$ cat src/verilog/portMapPkg.sv
`default_nettype none

package portMapPkg;

	////////////////////////////////////////////////////////////////////////////
	// Processor port bus types
	////////////////////////////////////////////////////////////////////////////
	typedef logic [7:0] portIdT;		// Port address from the processor
	typedef logic [7:0] portDataT;		// One data byte, either direction

	////////////////////////////////////////////////////////////////////////////
	// Port map. Direction is seen from the processor
	////////////////////////////////////////////////////////////////////////////
	localparam portIdT PA_OOB          = 8'h08;	// (o) Out-of-bounds marker
	localparam portIdT PA_CONN_EST     = 8'h09;	// (i) Link status, rx ready at bit 6
	localparam portIdT PA_CURSOR_CHECK = 8'h0A;	// (o) Cursor and selected read address
	localparam portIdT PA_RAM_W_ADDR   = 8'h0B;	// (o) Write address, fires the write
	localparam portIdT PA_VALID_FLAG   = 8'h0C;	// (i) Placement validity
	localparam portIdT PA_RAM_SELECT   = 8'h13;	// (o) Our board or their board
	localparam portIdT PA_RAM_W_VAL    = 8'h18;	// (o) Cell value to write
	localparam portIdT PA_DATA_RX      = 8'h19;	// (i) Byte from the radio

	// Extra read addresses on our board while a ship is placed
	localparam portIdT PA_SHIP_CHECK_1 = 8'h1A;
	localparam portIdT PA_SHIP_CHECK_2 = 8'h1B;
	localparam portIdT PA_SHIP_CHECK_3 = 8'h1C;
	localparam portIdT PA_SHIP_CHECK_4 = 8'h1D;

	localparam portIdT PA_DATA_TX      = 8'h1E;	// (o) Byte to the radio
	localparam portIdT PA_DATA_RAM     = 8'h1F;	// (i) Read data of the selected board

	// Data values with a fixed meaning
	localparam portDataT OUT_OF_BOUNDS = 8'hFF;	// Overrides the RAM check
	localparam portDataT VALID_FLAG    = 8'h01;
	localparam portDataT INVALID_FLAG  = 8'h00;

endpackage

`default_nettype wire

$ cat src/verilog/boardPkg.sv
`default_nettype none

package boardPkg;

	////////////////////////////////////////////////////////////////////////////
	// Game boards
	////////////////////////////////////////////////////////////////////////////
	localparam int NUM_BOARDS = 2;
	localparam int US_BOARD   = 0;	// Our ship positions
	localparam int THEM_BOARD = 1;	// Our guesses at their ships

	typedef logic boardSelT;		// Board index as carried in the select register

	// One board cell in RAM
	typedef logic [7:0] cellAddrT;	// Cell address
	typedef logic [1:0] cellValT;	// Empty, ship, hit or miss

endpackage

`default_nettype wire

$ cat src/verilog/boardRamChannel.sv
`timescale 1ns/1ps
`default_nettype none

module boardRamChannel
	import portMapPkg::*, boardPkg::*;
(
	input  logic     clk,
	input  logic     rstN,
	input  logic     rdAddrStb,
	input  logic     wrAddrStb,
	input  logic     wrValStb,
	input  portDataT data,
	output cellAddrT readAddr,
	output cellAddrT writeAddr,
	output cellValT  writeVal,
	output logic     writeEn
);

	logic wrPending;	// Write address just landed, fire on the next edge

	always_ff @(posedge clk or negedge rstN) begin
		if (!rstN) begin
			readAddr  <= '0;
			writeAddr <= '0;
			writeVal  <= '0;
			wrPending <= 1'b0;
			writeEn   <= 1'b0;
		end else begin
			if (rdAddrStb)
				readAddr <= data;
			if (wrAddrStb)
				writeAddr <= data;
			if (wrValStb)
				writeVal <= data[$bits(cellValT)-1:0];	// Low bits carry the cell code
			// Value must already be in place when the address arrives
			wrPending <= wrAddrStb;
			writeEn   <= wrPending;	// One-cycle pulse
		end
	end

endmodule

`default_nettype wire

$ cat src/verilog/portWriteDecode.sv
`timescale 1ns/1ps
`default_nettype none

module portWriteDecode
	import portMapPkg::*, boardPkg::*;
(
	input  logic     clk,
	input  logic     rstN,
	input  logic     writeStrobe,
	input  portIdT   portId,
	input  portDataT outPort,
	output logic     rdAddrStb [NUM_BOARDS],
	output logic     wrAddrStb [NUM_BOARDS],
	output logic     wrValStb [NUM_BOARDS],
	output logic     txStb,
	output boardSelT selBoard,
	output portDataT oob,
	output cellAddrT cursor,
	output portDataT txData
);

	logic cursorWr;		// Strobed writes, one per port of interest
	logic shipChkWr;
	logic wrAddrWr;
	logic wrValWr;

	assign cursorWr  = writeStrobe && (portId == PA_CURSOR_CHECK);
	assign wrAddrWr  = writeStrobe && (portId == PA_RAM_W_ADDR);
	assign wrValWr   = writeStrobe && (portId == PA_RAM_W_VAL);
	assign shipChkWr = writeStrobe && (portId inside {PA_SHIP_CHECK_1, PA_SHIP_CHECK_2,
		PA_SHIP_CHECK_3, PA_SHIP_CHECK_4});
	assign txStb     = writeStrobe && (portId == PA_DATA_TX);	// Radio raises txSend

	////////////////////////////////////////////////////////////////////////////
	// Route field strobes to the boards
	////////////////////////////////////////////////////////////////////////////
	always_comb begin
		for (int b = 0; b < NUM_BOARDS; b++) begin
			// Cursor check reads the selected board, ship checks always read ours
			rdAddrStb[b] = (cursorWr && (selBoard == boardSelT'(b)))
				|| (shipChkWr && (b == US_BOARD));
			wrAddrStb[b] = wrAddrWr && (selBoard == boardSelT'(b));
			wrValStb[b]  = wrValWr && (selBoard == boardSelT'(b));
		end
	end

	////////////////////////////////////////////////////////////////////////////
	// Registers held here
	////////////////////////////////////////////////////////////////////////////
	always_ff @(posedge clk or negedge rstN) begin
		if (!rstN) begin
			selBoard <= boardSelT'(US_BOARD);
			oob      <= '0;
			cursor   <= '0;
			txData   <= '0;
		end else if (writeStrobe) begin
			case (portId)
				PA_RAM_SELECT:   selBoard <= outPort[0] ? boardSelT'(THEM_BOARD)
					: boardSelT'(US_BOARD);
				PA_OOB:          oob <= outPort;	// Processor computes the bounds
				PA_CURSOR_CHECK: cursor <= outPort;	// Also the display cursor
				PA_DATA_TX:      txData <= outPort;
				default: ;
			endcase
		end
	end

endmodule

`default_nettype wire

$ cat src/verilog/placementCheck.sv
`timescale 1ns/1ps
`default_nettype none

module placementCheck
	import portMapPkg::*, boardPkg::*;
(
	input  logic     clk,
	input  logic     rstN,
	input  portIdT   portId,
	input  cellValT  readData,
	input  portDataT oob,
	output portDataT validFlag
);

	cellValT accum;		// OR of every cell looked at since the last flag read
	logic    clrArm;	// Flag port was read last cycle

	always_ff @(posedge clk or negedge rstN) begin
		if (!rstN) begin
			accum  <= '0;
			clrArm <= 1'b0;
		end else begin
			clrArm <= (portId == PA_VALID_FLAG);
			if (clrArm)
				accum <= '0;	// Result consumed, start a new check
			else
				accum <= accum | readData;	// Any nonempty cell blocks the ship
		end
	end

	// Out of bounds wins over an empty board
	assign validFlag = ((oob != OUT_OF_BOUNDS) && (accum == '0)) ? VALID_FLAG : INVALID_FLAG;

endmodule

`default_nettype wire

$ cat src/verilog/radioLink.sv
`timescale 1ns/1ps
`default_nettype none

module radioLink
	import portMapPkg::*;
(
	input  logic     clk,
	input  logic     rstN,
	input  portIdT   portId,
	input  logic     rxReady,
	input  portDataT rxData,
	input  logic     txStb,
	output logic     rxHeld,
	output portDataT rxDataLatched,
	output logic     txSend
);

	// Receive byte, kept until the next one arrives
	always_ff @(posedge clk) begin
		if (rxReady)
			rxDataLatched <= rxData;
	end

	////////////////////////////////////////////////////////////////////////////
	// Handshake flags
	////////////////////////////////////////////////////////////////////////////
	always_ff @(posedge clk or negedge rstN) begin
		if (!rstN) begin
			rxHeld <= 1'b0;
			txSend <= 1'b0;
		end else begin
			// Held until the processor reads the byte, new arrival wins
			if (rxReady)
				rxHeld <= 1'b1;
			else if (portId == PA_DATA_RX)
				rxHeld <= 1'b0;
			// No busy from the transmitter, so hold until the other side answers
			if (txStb)
				txSend <= 1'b1;
			else if (rxReady)
				txSend <= 1'b0;
		end
	end

endmodule

`default_nettype wire

$ cat src/verilog/portReadMux.sv
`timescale 1ns/1ps
`default_nettype none

module portReadMux
	import portMapPkg::*, boardPkg::*;
(
	input  logic     clk,
	input  logic     rstN,
	input  portIdT   portId,
	input  boardSelT selBoard,
	input  portDataT oob,
	input  cellAddrT cursor,
	input  portDataT txData,
	input  portDataT validFlag,
	input  logic     rxHeld,
	input  portDataT rxDataLatched,
	input  cellAddrT boardReadAddr [NUM_BOARDS],
	input  cellAddrT boardWriteAddr [NUM_BOARDS],
	input  cellValT  boardWriteVal [NUM_BOARDS],
	input  cellValT  boardReadData [NUM_BOARDS],
	output portDataT inPort
);

	cellAddrT selRdAddr;	// Fields of the selected board
	cellAddrT selWrAddr;
	cellValT  selWrVal;
	cellValT  selRdData;

	assign selRdAddr = boardReadAddr[selBoard];
	assign selWrAddr = boardWriteAddr[selBoard];
	assign selWrVal  = boardWriteVal[selBoard];
	assign selRdData = boardReadData[selBoard];

	////////////////////////////////////////////////////////////////////////////
	// Input port, one cycle behind portId
	////////////////////////////////////////////////////////////////////////////
	always_ff @(posedge clk or negedge rstN) begin
		if (!rstN) begin
			inPort <= '0;
		end else begin
			case (portId)
				PA_OOB:          inPort <= oob;
				PA_CONN_EST:     inPort <= {1'b0, rxHeld, 6'b0};	// Ready flag at bit 6
				PA_CURSOR_CHECK: inPort <= portDataT'(selRdAddr);
				PA_RAM_W_ADDR:   inPort <= portDataT'(selWrAddr);
				PA_VALID_FLAG:   inPort <= validFlag;
				PA_RAM_SELECT:   inPort <= portDataT'(selBoard);
				PA_RAM_W_VAL:    inPort <= portDataT'(selWrVal);
				PA_DATA_RX:      inPort <= rxDataLatched;
				// Ship checks read back the cursor
				PA_SHIP_CHECK_1,
				PA_SHIP_CHECK_2,
				PA_SHIP_CHECK_3,
				PA_SHIP_CHECK_4: inPort <= portDataT'(cursor);
				PA_DATA_TX:      inPort <= txData;
				PA_DATA_RAM:     inPort <= portDataT'(selRdData);
				default:         inPort <= '0;	// Unmapped
			endcase
		end
	end

endmodule

`default_nettype wire

$ cat src/verilog/picoPortIf.sv
`timescale 1ns/1ps
`default_nettype none

module picoPortIf
	import portMapPkg::*, boardPkg::*;
(
	input  logic     clk,
	input  logic     rstN,
	// Processor port bus
	input  portIdT   portId,
	input  portDataT outPort,
	input  logic     writeStrobe,
	output portDataT inPort,
	// Display
	output cellAddrT cursor,
	// Board RAMs
	output cellAddrT boardReadAddr [NUM_BOARDS],
	output cellAddrT boardWriteAddr [NUM_BOARDS],
	output cellValT  boardWriteVal [NUM_BOARDS],
	output logic     boardWriteEn [NUM_BOARDS],
	input  cellValT  boardReadData [NUM_BOARDS],
	// Radio
	input  logic     rxReady,
	input  portDataT rxData,
	output logic     txSend,
	output portDataT txData
);

	logic     rdAddrStb [NUM_BOARDS];	// Per-board field strobes
	logic     wrAddrStb [NUM_BOARDS];
	logic     wrValStb [NUM_BOARDS];
	logic     txStb;
	boardSelT selBoard;
	portDataT oob;
	portDataT validFlag;
	logic     rxHeld;
	portDataT rxDataLatched;

	portWriteDecode uDecode (
		.clk, .rstN, .writeStrobe, .portId, .outPort,
		.rdAddrStb, .wrAddrStb, .wrValStb, .txStb,
		.selBoard, .oob, .cursor, .txData
	);

	// One channel per board, data byte straight from the processor
	for (genvar b = 0; b < NUM_BOARDS; b++) begin : gBoard
		boardRamChannel uChan (
			.clk, .rstN,
			.rdAddrStb(rdAddrStb[b]), .wrAddrStb(wrAddrStb[b]), .wrValStb(wrValStb[b]),
			.data(outPort),
			.readAddr(boardReadAddr[b]), .writeAddr(boardWriteAddr[b]),
			.writeVal(boardWriteVal[b]), .writeEn(boardWriteEn[b])
		);
	end

	placementCheck uCheck (
		.clk, .rstN, .portId,
		.readData(boardReadData[US_BOARD]),	// Only our board holds ships to collide with
		.oob, .validFlag
	);

	radioLink uRadio (.clk, .rstN, .portId, .rxReady, .rxData, .txStb,
		.rxHeld, .rxDataLatched, .txSend);

	portReadMux uReadMux (
		.clk, .rstN, .portId,
		.selBoard, .oob, .cursor, .txData, .validFlag, .rxHeld, .rxDataLatched,
		.boardReadAddr, .boardWriteAddr, .boardWriteVal, .boardReadData,
		.inPort
	);

endmodule

`default_nettype wire

$ cat config.mk
export PLATFORM = sky130hd
export DESIGN_NAME = picoPortIf
export DESIGN_NICKNAME = d
export VERILOG_FILES = /design/src/verilog/portMapPkg.sv /design/src/verilog/boardPkg.sv /design/src/verilog/boardRamChannel.sv /design/src/verilog/portWriteDecode.sv /design/src/verilog/placementCheck.sv /design/src/verilog/radioLink.sv /design/src/verilog/portReadMux.sv /design/src/verilog/picoPortIf.sv
export SDC_FILE = /design/constraint.sdc
export NUM_CORES = 1
export LEC_CHECK = 0
export BUFFER_PORTS_ARGS = -buffer_cell sky130_fd_sc_hd__buf_4
export CORE_MARGIN = 2
export CORE_UTILIZATION = 35
export CTS_CLUSTER_DIAMETER = 100
export DETAILED_ROUTE_END_ITERATION = 10
export SLEW_MARGIN = 30
export SYNTH_ARGS = -nofsm -noshare
export SYNTH_HDL_FRONTEND = slang
export SYNTH_SLANG_ARGS = --single-unit
$ cat constraint.sdc
create_clock -name clk -period 2 [get_ports clk]
set_clock_uncertainty 0.1 [all_clocks]
set_input_delay 0.2 -clock clk [delete_from_list [all_inputs] [get_ports clk]]
set_output_delay 0.2 -clock clk [all_outputs]
set_load 0.02 [all_outputs]
Word-level counts from Yosys, hierarchy flattened --
Index checks and enable logic that the tools add are counted.
Operators by class: $add $sub $neg 0, $mul 0, div/mod/pow operators 0, order comparisons 1, equality and inequality tests 15, shift operators 0, muxes and demuxes 20, bitwise operators 3, reduce and logical (&&, ||, !) cells 22
Operators with widths (count):
- 8-bit case mux with 11 select lines | 1
- 8-bit by 5-bit equality test with 1-bit output, second input constant | 9
- 8-bit two-way mux | 6
- 8-bit by 4-bit equality test with 1-bit output, second input constant | 5
- 2-bit two-way mux | 7
- 1-bit logical AND | 12
- 8-bit inequality test, second input constant | 1
- 2-bit AND reduction | 4
- 1-bit two-way mux | 6
- 2-bit nonzero test | 2
- 4-bit nonzero test | 1
- 4-bit OR reduction | 1
- 2-bit greater-or-equal comparator, second input constant | 1
- 2-bit logical NOT | 1
- 1-bit NOT with 2-bit output | 1
- 2-bit OR | 1
- 1-bit logical OR | 1
- 1-bit NOT | 1
Storage, ports and cells: register bits 86, latch bits 0, bits in writable memories 0, bits in read-only memories 0, bits of input ports 32, logic and storage cells 81, memories kept 0

Depth between registers and ports, before layout --
Gate-level depths: netlist (run 1).
word-level depth 5, mapped depth 6, mapped depth without buffers 4

By module --
From an unflattened synthesis (run 1), not the netlist that was laid out.
Unflattened totals: cell total of the unflattened synthesis 313, area, all modules 4211.5 um2
By module, submodules not included:
- boardRamChannel | times used 2, cells an instance 40, area an instance 785.8 um2
- portWriteDecode | times used 1, cells an instance 78, area an instance 1119.8 um2
- portReadMux | times used 1, cells an instance 117, area an instance 994.7 um2
- radioLink | times used 1, cells an instance 16, area an instance 331.6 um2
- placementCheck | times used 1, cells an instance 22, area an instance 193.9 um2

Worst setup path after synthesis (run 1) --
Ideal clock, no wire load.
path type input port to flip-flop, start point input port portId[5], end point register uDecode.txData[0], arrival time 1578 ps, slack 197 ps, cell stages on the path 4, buffers on the path 0, cell sequence or4b_1 > nor3_4 > nand2_4 > mux2_4
Between the ends: word-level cells in the longest chain between the ends 2
RTL lines:
- from (decl) | line picoPortIf.sv:10 | input portIdT portId,
- 8-bit by 5-bit equality test with 1-bit output | line portWriteDecode.sv:57 | case (portId)
- 2-bit AND reduction (no source line)
- to (signal assigned) | line portWriteDecode.sv:62 | PA_DATA_TX: txData <= outPort;
- to (decl) | line portWriteDecode.sv:19 | output portDataT txData
Every way passes these cells. A chain may end at the register's enable or synchronous reset.

Final worst setup path (run 1) --
start point register uDecode.selBoard, end point register gBoard[0].uChan.readAddr[7]
Between the ends: word-level cells in the longest chain between the ends 3
RTL lines:
- from (decl) | line portWriteDecode.sv:16 | output boardSelT selBoard,
- from (signal assigned) | line portWriteDecode.sv:52 | selBoard <= boardSelT'(US_BOARD);
- from (signal assigned) | line portWriteDecode.sv:58 | PA_RAM_SELECT: selBoard <= outPort[0] ? boardSelT'(THEM_BOARD)
- 1-bit NOT | line portWriteDecode.sv:40 | rdAddrStb[b] = (cursorWr && (selBoard == boardSelT'(b)))
- 1-bit logical AND | line portWriteDecode.sv:40
- 1-bit logical OR | line portWriteDecode.sv:41 | || (shipChkWr && (b == US_BOARD));
- to (signal assigned) | line boardRamChannel.sv:30 | readAddr <= data;
- to (decl) | line boardRamChannel.sv:13 | output cellAddrT readAddr,
Every way passes these cells.

==> qor.csv, run 1 <==
metric,value,unit
final slew viol count,0,
Cells after Synth,308,
worst hold path class,in -> reg,
most frequent cells in the layout,"buf_4 (113), dfrtp_1 (78), mux2_2 (54)",
Post-DP Area,4970,um2
CTS buffer count,9,
Post-Route Utilization,49.4,%
CP startpoint kind,flop,
"CTS clk-pin slew, worst paths",0.06,ns
Gate power share,12.4,%
Reg power frac,45.4,%
"Top FF cell, synth",dfrtp_1,
first-pass GRT wire length,16900,um
P_sw,0.00101,W
WP buf/inv,2,
Post-synth EDFFs,8,
antenna violations before repair,0,
WP data arrival,2.04,ns
"most common cell after layout, fill and taps aside",buf_4,
clk sinks,86,
Nets,463,
Detail Route Antenna Nets,0,
later-pin clock latency in the skew report,0.34,ns
IO Pins,95,
vias per cell,5.15,
Slew HR,62.7,%
period utilization,95.8,%
"Cell Count, Final, Fillers Out",576,
"Req. time, crit path",2.12,ns
synthesized flop and latch total,86,
# DRC,0,
Final GP Congestion,0.788,
fin crit period,1.92,ns
Setup TNS Final,0,ns
RSZ-0062 raised after global routing,false,
root buffer selected by CTS,clkbuf_16,
synth top area cells,"dfrtp_1 (49%), mux2_2 (15%), edfxtp_1 (6.1%)",
drt pass-1 iters,4,
"most used cell, CP",buf_4,
LEAKAGE,2.58,nW
"delay-heaviest family, CP",flip-flops,
placed cell count,549,
total track usage,17.8,%
outcome,"complete, no violations",
TritonCTS clock tree,built,
Clk network pwr share,42.2,%
filler cell count,1004,
post-detail-place hpwl,7850,um
layout cells sized above 1,46.6,%
Worst path slowest cell,dfrtp_1,
crit-path max FO,6,
Post-Syn Area,3970,um2
Setup CP Type,reg -> reg,
Area Growth Syn to Fin,36.1,%
largest net degree at the start of global routing,53,
Post-CTS Setup Inserts,0,
CP peak stage delay,0.44,ns
cell taking the most area after synthesis,dfrtp_1,
average cell area after synthesis,12.9,um2
FMAX,522,MHz
# H-tree levels,3,
Setup-failing EPs final,0,
fraction of registers with async set/reset,90.7,%
Initial Util,36.3,%
post-route design area,5400,um2
critical path endpoint category,flop,
Internal,0.00319,W
crit-path cells,"buf_4, nor3b_1, nand3_1, a21boi_2, buf_4, mux2_2",
Peak supply drop,0.358,mV
final WL,10800,um
"Hold Vio Cnt, Final",0,
grt total ovfl,0,
vias in the first global route,3025,
DIE WIDTH,110,um
Max Cap Viol,0,
Synth Net Count,340,
Ys Warns,0,
ANT cells,0,
Clock Path Buffers,2,
std cell rows,38,
pre-CTS worst setup slack,-0.00672,ns
Avg WL per Cell,18.7,um
"Worst Setup Slack, final",0.0849,ns
Switching Fraction,24.1,%
total die area,12200,um2
sequential share of the synthesized area,55.3,%
power density cells,779,nW/um2
DRT iter0 DRCs,167,
Synth top area share,49.2,%
Core ar.,10900,um2
IO Port Bufs,94,
Worst Max-Slew Pin Slew,0.545,ns
post-synth cell types,48,
routed vias,2967,
DIE HEIGHT,110,um
-- final timing paths --
kind	startpoint	to	slack [ns]	cells past startpoint
max	uDecode.selBoard	gBoard[0].uChan.readAddr[7]	0.08	6
min	outPort[5]	uDecode.oob[5]	0.06	2
max reg2reg	uDecode.selBoard	gBoard[0].uChan.readAddr[7]	0.08	6
min reg2reg	gBoard[1].uChan.wrPending	gBoard[1].uChan.writeEn	0.25	0
max in group asynchronous	rstN	gBoard[0].uChan.writeAddr[5]	0.97	3
min in group asynchronous	rstN	uRadio.rxHeld	0.22	2
-- layout make-up --
type,count,area (um2),share of cell area (%)
inverters,4,15.0,0.278
clock buffers,14,284,5.26
multi-input cells,204,1700,31.4
repair buffers,126,998,18.5
flip-flops and latches,86,2190,40.6
clock inverters,2,37.5,0.695
well taps,140,175,3.25
-- power groups by stage --
stage	registers (W)	logic [W]	clock network [W]
CTS	0.00191	0.000530	0.00180
finish	0.00191	0.000521	0.00177
detailed placement	0.00194	0.000511	0
global route	0.00192	0.000564	0.00188
global placement	0.00194	0.000505	0
floorplan	0.00199	0.000183	0
-- cell usage after synthesis, drive strengths merged, types with 4 or more instances --
cell type / instances
a21oi: 14
a22oi: 4
a2bb2oi: 4
buf: 6
clkbuf: 8
dfrtp: 78
edfxtp: 8
mux2: 62
mux2i: 18
nand2: 18
nand3: 7
nand4: 5
nor2: 22
nor2b: 5
nor3: 4
o221ai: 5
-- routing by layer --
metal	vias up	track usage (%)	routed length (um)
met5	-	0	0
met2	87	28.2	5020
met1	1472	24.1	4940
met3	13	4.12	631
met4	0	6.33	181
li1	1395	-	-
-- registers in the layout (all words and copies together), names as in the netlist, 4 cells and up --
signal                  count
gBoard.uChan.readAddr      16
gBoard.uChan.writeAddr     16
uDecode.cursor              8
uDecode.oob                 8
uDecode.txData              8
uRadio.rxDataLatched        8
uReadMux.inPort             8
gBoard.uChan.writeVal       4
-- cell families after synthesis --
family / after synthesis / synth area share [%]
AOI/OAI and AO/OA: 47 / 8.49
xor gates and xnor gates: 1 / 0.221
buffers and inverters: 18 / 1.96
DFF: 86 / 55.3
muxes: 80 / 22.9
and+or+nand+nor: 76 / 11.1
-- timing repair --
action                                 in CTS  in global routing
resized for setup                           0                  0
endpoints found under the hold margin      36                  0
hold buffers                               11                  0
-- through the flow --
step	hold slack, ns	total power, W
after global routing	0.0573	0.00436
after global placement	0.0459	0.00244
after detailed placement	0.0541	0.00245
after floorplan	-0.196	0.00217
after CTS	0.0583	0.00424
final	0.0619	0.00420
No activity file was read; power rests on OpenSTA's default activity.
==> run 2, diff against run 1 <==
- CORE_UTILIZATION: 35 -> 53
- PLACE_DENSITY: unset -> 0.79
==> run 2 against run 1 <==
Compared with the run above: worst setup slack better by 0.089 ns; global-route usage up 7.2 points; via count is 2.4% higher; first-iteration DRC count increased by 1.8%; critical path depth down 1; critical path type unchanged; largest cell class unchanged; highest routed layer unchanged.
==> qor.csv, run 2 (synthesis results as in run 1) <==
metric,value,unit
outcome,"complete, no violations",
RSZ-0062 raised after global routing,false,
period utilization,91.3,%
Max Cap Viol,0,
Worst Max-Slew Pin Slew,0.525,ns
"most common cell after layout, fill and taps aside",buf_4,
Nets,459,
Slew HR,64.9,%
FMAX,548,MHz
CTS buffer count,9,
antenna violations before repair,0,
Setup CP Type,reg -> reg,
drt pass-1 iters,4,
fin crit period,1.83,ns
total track usage,25.0,%
root buffer selected by CTS,clkbuf_8,
post-detail-place hpwl,7120,um
layout cells sized above 1,45.7,%
TritonCTS clock tree,built,
vias in the first global route,3051,
"Hold Vio Cnt, Final",0,
Final GP Congestion,0.838,
largest net degree at the start of global routing,47,
filler cell count,528,
DIE HEIGHT,90.5,um
critical path endpoint category,flop,
Setup-failing EPs final,0,
met3 usage,6.01,%
std cell rows,31,
"Worst Setup Slack, final",0.174,ns
"Req. time, crit path",2.12,ns
DRT iter0 DRCs,170,
"Cell Count, Final, Fillers Out",530,
Global Route met1 Usage,34.1,%
# DRC,0,
Initial Util,54.7,%
routed vias,3037,
vias per cell,5.73,
Core ar.,7250,um2
IO Port Bufs,94,
# H-tree levels,3,
crit-path max FO,8,
DIE WIDTH,90.5,um
grt total ovfl,0,
ANT cells,0,
placed cell count,504,
later-pin clock latency in the skew report,0.36,ns
clk sinks,86,
total die area,8190,um2
biggest regs,"gBoard.uChan.readAddr: 16 flops, gBoard.uChan.writeAddr: 16 flops",
met2 Use GR,41.2,%
LEAKAGE,2.51,nW
first-pass GRT wire length,16000,um
"CTS clk-pin slew, worst paths",0.09,ns
pre-CTS worst setup slack,0.0571,ns
IO Pins,95,
CP startpoint kind,flop,
Avg WL per Cell,18.5,um
final slew viol count,0,
Area Growth Syn to Fin,31.4,%
Peak supply drop,0.674,mV
WP data arrival,1.95,ns
most used routing layer,met2,
WHS,0.0278,ns
most frequent cells in the layout,"buf_4 (108), dfrtp_1 (78), mux2_2 (54)",
Setup TNS Final,0,ns
Detail Route Antenna Nets,0,
power density cells,715,nW/um2
cts repair resizes,0,
Clock Path Buffers,2,
final WL,9830,um
worst hold path class,in -> reg,
## run 2: final timing paths
kind	start	endpoint	slack (ns)	cells past startpoint
min	outPort[6]	uDecode.txData[6]	0.03	2
min reg2reg	gBoard[0].uChan.wrPending	gBoard[0].uChan.writeEn	0.26	0
min in group asynchronous	rstN	uRadio.txSend	0.22	2
max in group asynchronous	rstN	gBoard[1].uChan.readAddr[5]	0.99	3
max reg2reg	uDecode.selBoard	uReadMux.inPort[0]	0.17	5
max	uDecode.selBoard	uReadMux.inPort[0]	0.17	5
## run 2: final cells by class
cell class | instances | area [um2] | share of cell area (%)
inverter | 4 | 15.0 | 0.288
tap | 99 | 124 | 2.38
clock inverter | 4 | 72.6 | 1.39
sequential | 86 | 2190 | 42.1
clock buffer | 11 | 131 | 2.52
timing repair buffer | 122 | 981 | 18.8
multi-input combinational | 204 | 1700 | 32.5
## run 2: report_power, final
part	switching, W	internal (W)
Sequential	0.0000633	0.00184
Clock	0.000611	0.000696
Combinational	0.000276	0.000241
Total	0.000950	0.00278
## run 2: through the flow
step           instance area (um2)  power, W  util [%]
6_report                      5210   0.00373      71.8
5_1_grt                       5210   0.00387      71.8
4_1_cts                       5210   0.00374      71.8
3_5_place_dp                  4900   0.00244      67.5
3_3_place_gp                  4900   0.00243      67.5
2_1_floorplan                 3970   0.00217         -
## run 2: metal layers
layer,share of wire [%],routed length [um],up-vias
met2,50,4900,107
met1,44,4360,1555
met5,0,0,-
li1,-,-,1369
met3,5.2,507,6
met4,0.61,60,0
## run 2: critical path, cell delays in order, from the launching register on
cell and delay [ns]:
dfrtp_1 0.53, buf_4 0.20, mux2i_1 0.22, a2111oi_0 0.13, o41ai_1 0.38, o211ai_1 0.14
## run 2: timing repair
item | in CTS | in global routing
hold buffers | 11 | 0
endpoints found under the setup margin | 0 | 0
buffers inserted | 0 | 0
hold endpoints to repair | 42 | 0
==> run 3, diff against run 2 <==
- CELL_PAD_IN_SITES_DETAIL_PLACEMENT: unset -> 1
- CELL_PAD_IN_SITES_GLOBAL_PLACEMENT: unset -> 1
- CORE_UTILIZATION: 53 -> 42
- GPL_TIMING_DRIVEN: unset -> 0
- PLACE_DENSITY: 0.79 -> unset
- PLACE_DENSITY_LB_ADDON: unset -> 0.1
==> run 3 against run 2 <==
Compared with the run above: die area grew 25%; global-route usage decreased by 2.6 points; non-clock buffer count decreased by 1; critical path depth is 1 higher; combinational power is essentially flat; final area down 0.60%; sequential power hardly changed; total power fell by 0.97%; maximum frequency down 4.1%; final cell count up 2.3%; clock power barely moved; via count down 1.0%; highest routed layer unchanged.
==> qor.csv, run 3 (synthesis results as in run 1) <==
metric,value,unit
hold_sp,boardReadData[2],
DRT iter0 DRCs,111,
TritonCTS clock tree,built,
Nets,458,
Initial Util,43.1,%
CP startpoint kind,flop,
total track usage,22.4,%
Setup-failing EPs final,0,
crit-path cells,"buf_2, nor3b_1, nand3_1, a21boi_4, buf_4, mux2_2",
later-pin clock latency in the skew report,0.36,ns
"delay-heaviest family, CP",buffers and inverters,
fin crit period,1.91,ns
first-pass GRT wire length,17100,um
"CTS clk-pin slew, worst paths",0.09,ns
Post-Route Utilization,56.3,%
critical path endpoint category,flop,
"most common cell after layout, fill and taps aside",buf_4,
Overall Power,0.00369,W
CP peak stage delay,0.37,ns
post-route design area,5180,um2
"Hold Vio Cnt, Final",0,
CTS buffer count,9,
IO Port Bufs,91,
period utilization,95.3,%
Slew HR,51.9,%
drt pass-1 iters,5,
final WL,11000,um
worst hold path class,in -> reg,
IO Pins,95,
reg-to-reg critical path startpoint,uDecode.selBoard,
WHS,0.000551,ns
routed vias,3006,
Crit. Startpoint,uDecode.selBoard,
crit-path max FO,10,
Min-Delay Endpoint,uCheck.accum[0],
WP buf/inv,2,
grt total ovfl,0,
ANT cells,0,
Worst Max-Slew Pin Slew,0.722,ns
vias per cell,5.55,
WP data arrival,2.05,ns
# H-tree levels,3,
WHS Path Cells,3,
DIE HEIGHT,101,um
Peak supply drop,0.317,mV
vias in the first global route,3102,
final slew viol count,0,
"Req. time, crit path",2.15,ns
Core ar.,9200,um2
FMAX,525,MHz
std cell rows,35,
outcome,"complete, no violations",
filler cell count,983,
Area Growth Syn to Fin,30.6,%
layout cells sized above 1,44.8,%
Setup CP Type,reg -> reg,
most frequent cells in the layout,"buf_4 (98), dfrtp_1 (78), mux2_2 (54)",
reg2reg path depth,6,
total die area,10200,um2
reg2reg end,gBoard[0].uChan.readAddr[1],
R2R setup slack,0.09,ns
DIE WIDTH,101,um
clk sinks,86,
Max Cap Viol,0,
antenna violations before repair,0,
LEAKAGE,2.47,nW
Avg WL per Cell,20.3,um
biggest regs,"gBoard.uChan.readAddr: 16 flops, gBoard.uChan.writeAddr: 16 flops",
power density cells,713,nW/um2
post-detail-place hpwl,7660,um
root buffer selected by CTS,clkbuf_8,
Worst path slowest cell,dfrtp_1,
largest net degree at the start of global routing,79,
# DRC,0,
Clock Path Buffers,2,
Final GP Congestion,0.805,
Post-DP Area,4790,um2
Detail Route Antenna Nets,0,
-- run 3: timing repair --
item,4_1_cts,5_1_grt
pin swaps,0,3
hold buffers,10,0
buffers inserted,0,6
endpoints found under the hold margin,87,0
setup endpoints to repair,22,31
resized for setup,3,3
-- run 3: tightest hold or removal path, cell delays in order --
cell and delay, ns:
buf_4 0.09, nor2_1 0.04, nor2_1 0.09
-- run 3: routing by layer --
layer / GRT usage, % / part of all wire (%) / routed length [um] / vias to the layer above
li1: - / - / - / 1372
met1: 30.0 / 44 / 4850 / 1538
met2: 37.5 / 50 / 5490 / 79
met3: 3.04 / 4.1 / 452 / 17
met4: 8.11 / 1.9 / 211 / 0
met5: 0 / 0 / 0 / -
-- run 3: worst max-delay path by stage --
stage	end	slack [ns]	depth (start not counted)
global placement	gBoard[0].uChan.readAddr[7]	-0.37	5
finish	gBoard[0].uChan.readAddr[1]	0.09	6
global route	gBoard[0].uChan.readAddr[1]	-0.006	6
floorplan	uDecode.txData[0]	0.20	4
CTS	uDecode.cursor[1]	0.01	5
detailed placement	gBoard[0].uChan.writeAddr[2]	-0.36	5
-- run 3: power breakdown --
part	internal [W]	switching, W	total (W)	leakage [nW]
Sequential	0.00184	0.0000603	0.00190	1.14
Combinational	0.000231	0.000284	0.000515	1.23
Clock	0.000609	0.000667	0.00128	0.102
Total	0.00268	0.00101	0.00369	2.47
-- run 3: through the flow --
stage / instances / setup WS, ns / TNS (ns)
after floorplan: 308 / 0.197 / 0
after global placement: 510 / -0.371 / -16.15
after detailed placement: 510 / -0.356 / -16.68
after CTS: 536 / 0.0131 / 0
after global routing: 542 / -0.00642 / -0.00794
final: 542 / 0.0947 / 0
-- run 3: final cells by class --
cell class	count	area [um2]	area share, %
Inverter	4	18.8	0.362
Tap cell	111	139	2.68
Sequential cell	86	2190	42.3
Timing Repair Buffer	107	845	16.3
Clock inverter	4	35.0	0.676
Multi-Input combinational cell	204	1710	33.0
Buffer	14	66.3	1.28
Clock buffer	12	176	3.41
